**src/verilog/tlb_consts.svh**
```systemverilog
`ifndef TLB_CONSTS_SVH
`define TLB_CONSTS_SVH

//////////////////////////////
// TLB geometry
`define TLB_SETS        32
`define TLB_OFFSETS     4      // Per half-set
`define TLB_BANKS       4      // Parallel VA banks
`define TLB_SET_BITS    5
`define TLB_OFF_BITS    2
`define TLB_BANK_BITS   2

//////////////////////////////
// Address and bus widths
`define TLB_PAGE_BITS   12     // 4 KiB pages
`define TLB_VA_BITS     32
`define TLB_PA_BITS     40
`define TLB_WDATA_BITS  64
`define TLB_WADDR_BITS  32

`endif

```
**src/verilog/tlb_pkg.sv**
```systemverilog
`include "tlb_consts.svh"

package tlb_pkg;

   // Entry inside one bank as {set, half, offset}
   typedef logic [`TLB_SET_BITS+`TLB_OFF_BITS:0] va_index_t;

   // PA table entry as the VA index with the bank number below it
   typedef logic [`TLB_SET_BITS+`TLB_OFF_BITS+`TLB_BANK_BITS:0] pa_index_t;

   typedef struct packed {
      logic [`TLB_VA_BITS-1:0] vaddr;
      logic                    write;  // 1 for a write access
   } lookup_req_t;

   typedef struct packed {
      logic                       we;
      logic [`TLB_WADDR_BITS-1:0] waddr;
      logic [`TLB_WDATA_BITS-1:0] wdata;
   } cfg_wr_t;

   typedef struct packed {
      logic                                 valid;
      logic                                 rd_en;
      logic                                 wr_en;
      logic [`TLB_VA_BITS-`TLB_PAGE_BITS-1:0] vpn;
   } va_entry_t;

   typedef struct packed {
      logic [`TLB_PA_BITS-`TLB_PAGE_BITS-1:0] ppn;
   } pa_entry_t;

   // Same write word as seen by the VA banks or by the PA table
   typedef union packed {
      struct packed {
         logic [`TLB_WDATA_BITS-$bits(va_entry_t)-1:0] pad;
         va_entry_t                                    entry;
      } va;
      struct packed {
         logic [`TLB_WDATA_BITS-$bits(pa_entry_t)-1:0] pad;
         pa_entry_t                                    entry;
      } pa;
   } tlb_wdata_u;

   typedef struct packed {
      logic hit;
      logic prot;
      logic half;   // 1 when the upper half matched
   } bank_status_t;

   typedef struct packed {
      logic hit;
      logic miss;
      logic prot;
   } l2_result_t;

endpackage

```
**src/verilog/l2_ctrl_fsm.sv**
```systemverilog
`include "tlb_consts.svh"

module l2_ctrl_fsm (
   input  logic                                  clk_i,
   input  logic                                  rst_ni,
   input  logic                                  l1_miss_i,
   input  tlb_pkg::lookup_req_t                  req_i,
   input  logic                                  trans_sent_i,
   input  logic [`TLB_OFF_BITS-1:0]              offset_i,
   input  logic                                  last_i,
   input  tlb_pkg::bank_status_t [`TLB_BANKS-1:0] status_i,
   output logic                                  scan_start_o,
   output logic                                  scan_en_o,
   output tlb_pkg::lookup_req_t                  req_o,
   output logic [`TLB_SET_BITS-1:0]              set_o,
   output logic                                  pa_rd_en_o,
   output tlb_pkg::pa_index_t                    pa_index_o,
   output tlb_pkg::l2_result_t                   result_o,
   output logic                                  busy_o
);
   import tlb_pkg::*;

   typedef enum logic [2:0] {
      ST_IDLE, ST_SEARCH, ST_DRAIN, ST_PA_READ, ST_REPORT, ST_WAIT_SENT
   } state_e;

   state_e                      state_q, state_d;
   lookup_req_t                 req_q;
   logic [`TLB_OFF_BITS-1:0]    off_q;      // Offset whose status is on status_i
   logic                        vld_q;      // status_i belongs to this search
   pa_index_t                   pa_idx_q, hit_index;
   l2_result_t                  result_q, result_d;
   logic                        any_hit, any_prot, hit_half, idx_load;
   logic [`TLB_BANK_BITS-1:0]   hit_bank;

   assign set_o = req_q.vaddr[`TLB_PAGE_BITS +: `TLB_SET_BITS];

   //////////////////////////////
   // Hit priority goes to the lowest bank
   always_comb begin
      any_hit  = 1'b0;
      any_prot = 1'b0;
      hit_bank = '0;
      hit_half = 1'b0;
      for (int b = `TLB_BANKS - 1; b >= 0; b--) begin
         any_prot = any_prot | status_i[b].prot;
         if (status_i[b].hit) begin
            any_hit  = 1'b1;
            hit_bank = `TLB_BANK_BITS'(b);
            hit_half = status_i[b].half;
         end
      end
   end

   assign hit_index = {set_o, hit_half, off_q, hit_bank};

   //////////////////////////////
   // Next state
   always_comb begin
      state_d      = state_q;
      scan_start_o = 1'b0;
      scan_en_o    = 1'b0;
      pa_rd_en_o   = 1'b0;
      idx_load     = 1'b0;
      result_d     = '0;
      case (state_q)
         ST_IDLE: begin
            if (l1_miss_i) begin
               scan_start_o = 1'b1;
               state_d      = ST_SEARCH;
            end
         end
         ST_SEARCH: begin
            scan_en_o = !last_i;
            if (vld_q && any_prot) begin
               result_d.prot = 1'b1;
               state_d       = ST_REPORT;
            end else if (vld_q && any_hit) begin
               idx_load = 1'b1;
               state_d  = ST_PA_READ;
            end else if (last_i) begin
               state_d = ST_DRAIN;
            end
         end
         ST_DRAIN: begin   // Status of the last offset
            if (any_prot) begin
               result_d.prot = 1'b1;
               state_d       = ST_REPORT;
            end else if (any_hit) begin
               idx_load = 1'b1;
               state_d  = ST_PA_READ;
            end else begin
               result_d.miss = 1'b1;
               state_d       = ST_REPORT;
            end
         end
         ST_PA_READ: begin
            pa_rd_en_o   = 1'b1;
            result_d.hit = 1'b1;
            state_d      = ST_REPORT;
         end
         ST_REPORT: begin
            if (result_q.hit && !trans_sent_i) state_d = ST_WAIT_SENT;
            else                               state_d = ST_IDLE;
         end
         ST_WAIT_SENT: begin
            if (trans_sent_i) state_d = ST_IDLE;
         end
         default: state_d = ST_IDLE;
      endcase
   end

   always_ff @(posedge clk_i) begin
      if (!rst_ni) begin
         state_q  <= ST_IDLE;
         vld_q    <= 1'b0;
         result_q <= '0;
      end else begin
         state_q  <= state_d;
         vld_q    <= (state_q == ST_SEARCH);
         result_q <= result_d;
      end
   end

   always_ff @(posedge clk_i) begin
      off_q <= offset_i;   // Matches the one-cycle bank read
      if (scan_start_o) req_q <= req_i;
      if (idx_load) pa_idx_q <= hit_index;
   end

   assign req_o      = req_q;
   assign pa_index_o = pa_idx_q;
   assign result_o   = result_q;
   assign busy_o     = (state_q != ST_IDLE);

   a_no_lookup_while_busy: assert property (
      @(posedge clk_i) disable iff (!rst_ni) l1_miss_i |-> !busy_o);

   a_result_onehot: assert property (
      @(posedge clk_i) disable iff (!rst_ni) $onehot0(result_o));

endmodule

```
**config.mk**
```make
export PLATFORM = sky130hd
export DESIGN_NAME = l2_ctrl_fsm
export DESIGN_NICKNAME = d
export VERILOG_FILES = /design/src/verilog/tlb_pkg.sv /design/src/verilog/l2_ctrl_fsm.sv
export VERILOG_INCLUDE_DIRS = /design/src /design/src/verilog
export SDC_FILE = /design/constraint.sdc
export NUM_CORES = 1
export LEC_CHECK = 0
export BUFFER_PORTS_ARGS = -buffer_cell sky130_fd_sc_hd__buf_2
export CAP_MARGIN = 15
export CORE_ASPECT_RATIO = 1.75
export CORE_UTILIZATION = 40
export CTS_CLUSTER_DIAMETER = 100
export DETAILED_ROUTE_END_ITERATION = 6
export GPL_TIMING_DRIVEN = 0
export MAX_ROUTING_LAYER = met4
export PLACE_DENSITY = 0.79
export SKIP_CTS_REPAIR_TIMING = 1
export SYNTH_ARGS = -nofsm -noshare
export SYNTH_HDL_FRONTEND = slang
export SYNTH_SLANG_ARGS = --single-unit
```
**constraint.sdc**
```tcl
create_clock -name clk_i -period 8.2 [get_ports clk_i]
set_input_delay 1.64 -clock clk_i [delete_from_list [all_inputs] [get_ports clk_i]]
set_output_delay 1.64 -clock clk_i [all_outputs]
set_load 0.005 [all_outputs]
```
==> After elaboration in Yosys (flattened, before gate mapping) <==
Cells that the tools add are included.
{ "op_classes": {"muxes": 33, "bitwise": 5, "reduce_logical": 10, "n_eq_ne": 8} }
{ "ops": {"columns": ["op", "n"], "rows": [
  ["$mux W3", 8],
  ["$mux W1", 20],
  ["$pmux W3 S6", 1],
  ["$eq A3 B2 Y1 const B", 2],
  ["$eq A3 B3 Y1 const B", 2],
  ["$mux W2", 2],
  ["$ne A2 B2 Y1 const B", 2],
  ["$ne A4 B4 Y1 const B", 1],
  ["$pmux W1 S2", 2],
  ["$eq A3 B1 Y1 const B", 1],
  ["$logic_and A1 B1 Y1", 3],
  ["$logic_not A3 Y1", 1],
  ["$or A1 B1 Y1", 3],
  ["$reduce_and A3 Y1", 1],
  ["$reduce_bool A3 Y1", 1],
  ["$reduce_or A3 Y1", 1],
  ["$logic_not A1 Y1", 2],
  ["$not A1 Y1", 2],
  ["$reduce_or A2 Y1", 1]
]} }
{ "totals": {"out_inout_bits": 55, "word_cells": 67, "input_bits": 52, "regBits": 52} }

==> Depth between registers and ports, before layout <==
{ "logic_depth": {"ltp_word": 8, "mapped_depth": 5, "mapped_depth_nobuf": 4} }

==> Worst setup path after synthesis <==
Ideal clock, no wire load.
{ "synth_timing": {"path_type": "input to output", "from": "input l1_miss_i", "to": "output scan_start_o", "setup_slack_ns": 1.293, "t_arrival_ns": 5.267, "cell_stages": 1, "n_path_buf": 0, "path_cell_list": "nor4b_1"} }
{ "synth_between": {"elab_chain_len": 2} }
{ "synth_rtl": {"columns": ["element", "line", "rtl"], "rows": [
  ["start, declared", "l2_ctrl_fsm.sv:6", "input logic l1_miss_i,"],
  ["$mux W1", "l2_ctrl_fsm.sv:68", "if (l1_miss_i) begin"],
  ["$mux W1", "l2_ctrl_fsm.sv:66", "case (state_q)"],
  ["end, declared", "l2_ctrl_fsm.sv:12", "output logic scan_start_o,"]
]} }
Every way passes these cells.

==> Final worst setup path <==
Ends and elaborated chain as after synthesis.

==> impl_results.md <==
- Vias/cell: about 4.8
- CP Launch Type: input pin
- Vias in the first global route: between 1000 and 1500
- Critical Path Max Stage Delay: approximately 570 ps
- DP Area: 2424 um2
- First-pass GRT wire length: approximately 5800 um
- Flop pwr share: 58.7%
- Post-Synth XOR/XNOR Area: 0%
- WL/cell: 13.96 um
- Setup TNS: 0 ps
- Cell depth of the worst hold path: 0
- Final Max Slew Viols: 0
- Logic gate share of total power: about 14%
- N_diodes: 0
- Worst min path class: flop to flop
- Multiplexer share of the synthesized area: 0%
- Initial DRT Pass Iterations: 4
- FF-to-FF End: pa_index_o[6]
- Fillers: 347
- Int Pwr: 422.2 uW
- Hold_sp: off_q[0]
- Grt ovf: 0
- Die Height: 90.63 um
- Core Region: approximately 4200 um2
- I/O pin total: 107
- # placed instances: 260
- Layout cells sized above 1: 60.73%
- Setup ws final: between 4000 and 5000 ps
- Largest family of logic cells by synthesized area: simple AND/OR/NAND/NOR gates
- Worst slew margin: between 40% and 50%
- WHS Endpoint: pa_index_o[2]
- FF-to-FF Start: state_q[1]
- Final-report hold violation count: 0
- Placer congestion estimate: 0.8081
- Starting Density: a little over two fifths
- H-tree depth: 2
- Power Dens Cells: 216.9 nW/um2
- Slew @ Worst Pin: roughly 800 ps
- RSZ-0062 raised after global routing: false
- Design area: about 2500 um2
- DIE AREA: 4771 um2
- Most frequent cells in the layout: buf_2, edfxtp_1, buf_4, dfxtp_1, nor2_1
- Fin crit share: 50.71%
- Run status: complete, no violations
- R2R Setup Slk: 6300 ps
- CP dominant cell by count: buf_2
- Most common cell after layout, fill and taps aside: buf_2
- Min Clock Period, post-route: 4158 ps
- Post-layout util: around three fifths
- DR DRC count: 0
- NetSw: 124.3 uW
- Crit-path slowest cell: nor4b_2
- Final setup fails: 0
- Die W: 52.65 um
- Setup Skew: 6.242 ps
- NumNets Final: 270
- VDD IR-drop max: 0.2101 mV
- Clock sinks: 52
- Clock share of power: between 20% and 30%
- Cell row count: 31
- Pin count of the biggest net entering global routing: 17
- Worst Reg-to-Reg Cells: 4
- Clock Pin Slew Worst Setup and Hold Paths: around 80 ps
- Post-synth cell types: 31
- Simple-Gate Fraction of Synth Area: 8.850%
- Via count: about 1300
- Antenna violations before repair: 0
- Pre-CTS WS: 4021 ps
- Synthesized area: 1795 um2
- Leak: 1.114 nW
- Seq/Total Area, Yosys: around four fifths
- Synth Area in Adders: 0%
- Crit path max fanout: 7
- Post-Layout Cell Count: about 270
- Fmax: 240.5 MHz
- IO Port Bufs: roughly 110
- Cells after Synth: between 100 and 150
- Compound-Gate Fraction of Synth Area: ~5.8%
- Req. time, crit path: 6560 ps
- DP HPWL: just over 3000 um
- Clock Tree Buf Depth: 2
- CP arrival: 2520 ps
- Post-detailed-route count of antenna-violating nets: 0
- Net Count, Synth: 153
- CP Capture Type: output port
- YS warnings: 0
- Post-synthesis register bit count: 52
- WHS: 415.9 ps
- Area grow syn2layout: 40.35%
- CTS tree: yes
- First-iteration detailed-routing DRC count: 41
- Crit path cell chain: buf_2, nor4b_2, buf_2
- Total Power: 546.4 uW
- Worst skew pair latency: 290 ps
- Sw frac: between 20 and 25%
- Root Buffer: clkbuf_8
- MaxCap Viol Count: 0
- Synth Area per Inst: 17.78 um2
- Category of the most critical setup path: input pin to output port
- Num CTS Buffers: 5
- WL final: 3742 um
- GRT Util Overall: 17.56%
-- worst max-delay path by stage --
stage | from | end | slack [ps] | cells past startpoint
floorplan | l1_miss_i | scan_start_o | 1290 | 1
global placement | l1_miss_i | scan_start_o | -520 | 3
detailed placement | l1_miss_i | scan_start_o | 4020 | 3
CTS | l1_miss_i | scan_start_o | 4020 | 3
global route | l1_miss_i | scan_start_o | 3940 | 3
finish | l1_miss_i | scan_start_o | 4040 | 3
-- state kept, by name (all words and copies together), names as in the netlist --
signal      count
result_o        3
pa_index_o     10
req_o          33
state_q         3
off_q           2
vld_q           1
-- final cells by class --
class	count	area, um2	area share [%]
sequential	52	1471	58.39
timing repair buffer	110	560.5	22.24
multi-input combinational	40	269.0	10.68
clock buffer	6	82.58	3.277
tap	49	61.31	2.433
buffer	7	53.80	2.135
clock inverter	2	13.76	0.5462
inverter	2	7.507	0.2979
-- kinds of logic after synthesis --
kind of cell,Yosys count
simple gates,27
buf+inv,9
flops,52
compound gates,13
-- cells in the mapped netlist --
cell type	count	area share (%)
a21boi_0	2	0.84
o31ai_1	1	0.42
nand3b_1	1	0.42
a221oi_1	1	0.49
nand2b_1	1	0.35
nor4b_1	1	0.49
nor4_1	4	1.4
inv_1	2	0.42
a21o_2	1	0.49
a21o_1	2	0.84
a211oi_1	1	0.42
o21ai_1	1	0.28
o22ai_1	1	0.35
nor2_1	7	1.5
buf_6	1	0.63
nor2b_1	2	0.70
or4_4	2	1.3
nand2_1	2	0.42
or2_2	1	0.35
dfxtp_1	9	10
buf_2	1	0.28
a31oi_1	1	0.35
and2_1	1	0.35
nor3_1	2	0.56
a221oi_2	1	0.84
buf_4	5	2.1
or3_2	1	0.42
edfxtp_1	43	72
and3_1	1	0.35
o22a_1	1	0.49
nand2_2	1	0.35
-- power by group through the flow --
stage | registers (mW) | logic [mW] | clock network (mW)
after floorplan | 0.331 | 0.0298 | 0
after global placement | 0.329 | 0.0717 | 0
after detailed placement | 0.327 | 0.0791 | 0
after CTS | 0.321 | 0.0792 | 0.153
after global routing | 0.323 | 0.0869 | 0.162
final | 0.321 | 0.0781 | 0.148
-- worst max-delay path: cells and delay by family --
| kind | cells | cell delay (ps) |
|---|---|---|
| buf+inv | 2 | 300 |
| simple gates | 1 | 570 |
-- metal layers --
metal	track usage (%)	wire length (um)
met5	-	0
met4	8.114	85
met2	30.38	2170
met1	16.08	1211
met3	6.566	275
(Power assumes the default switching activity.)
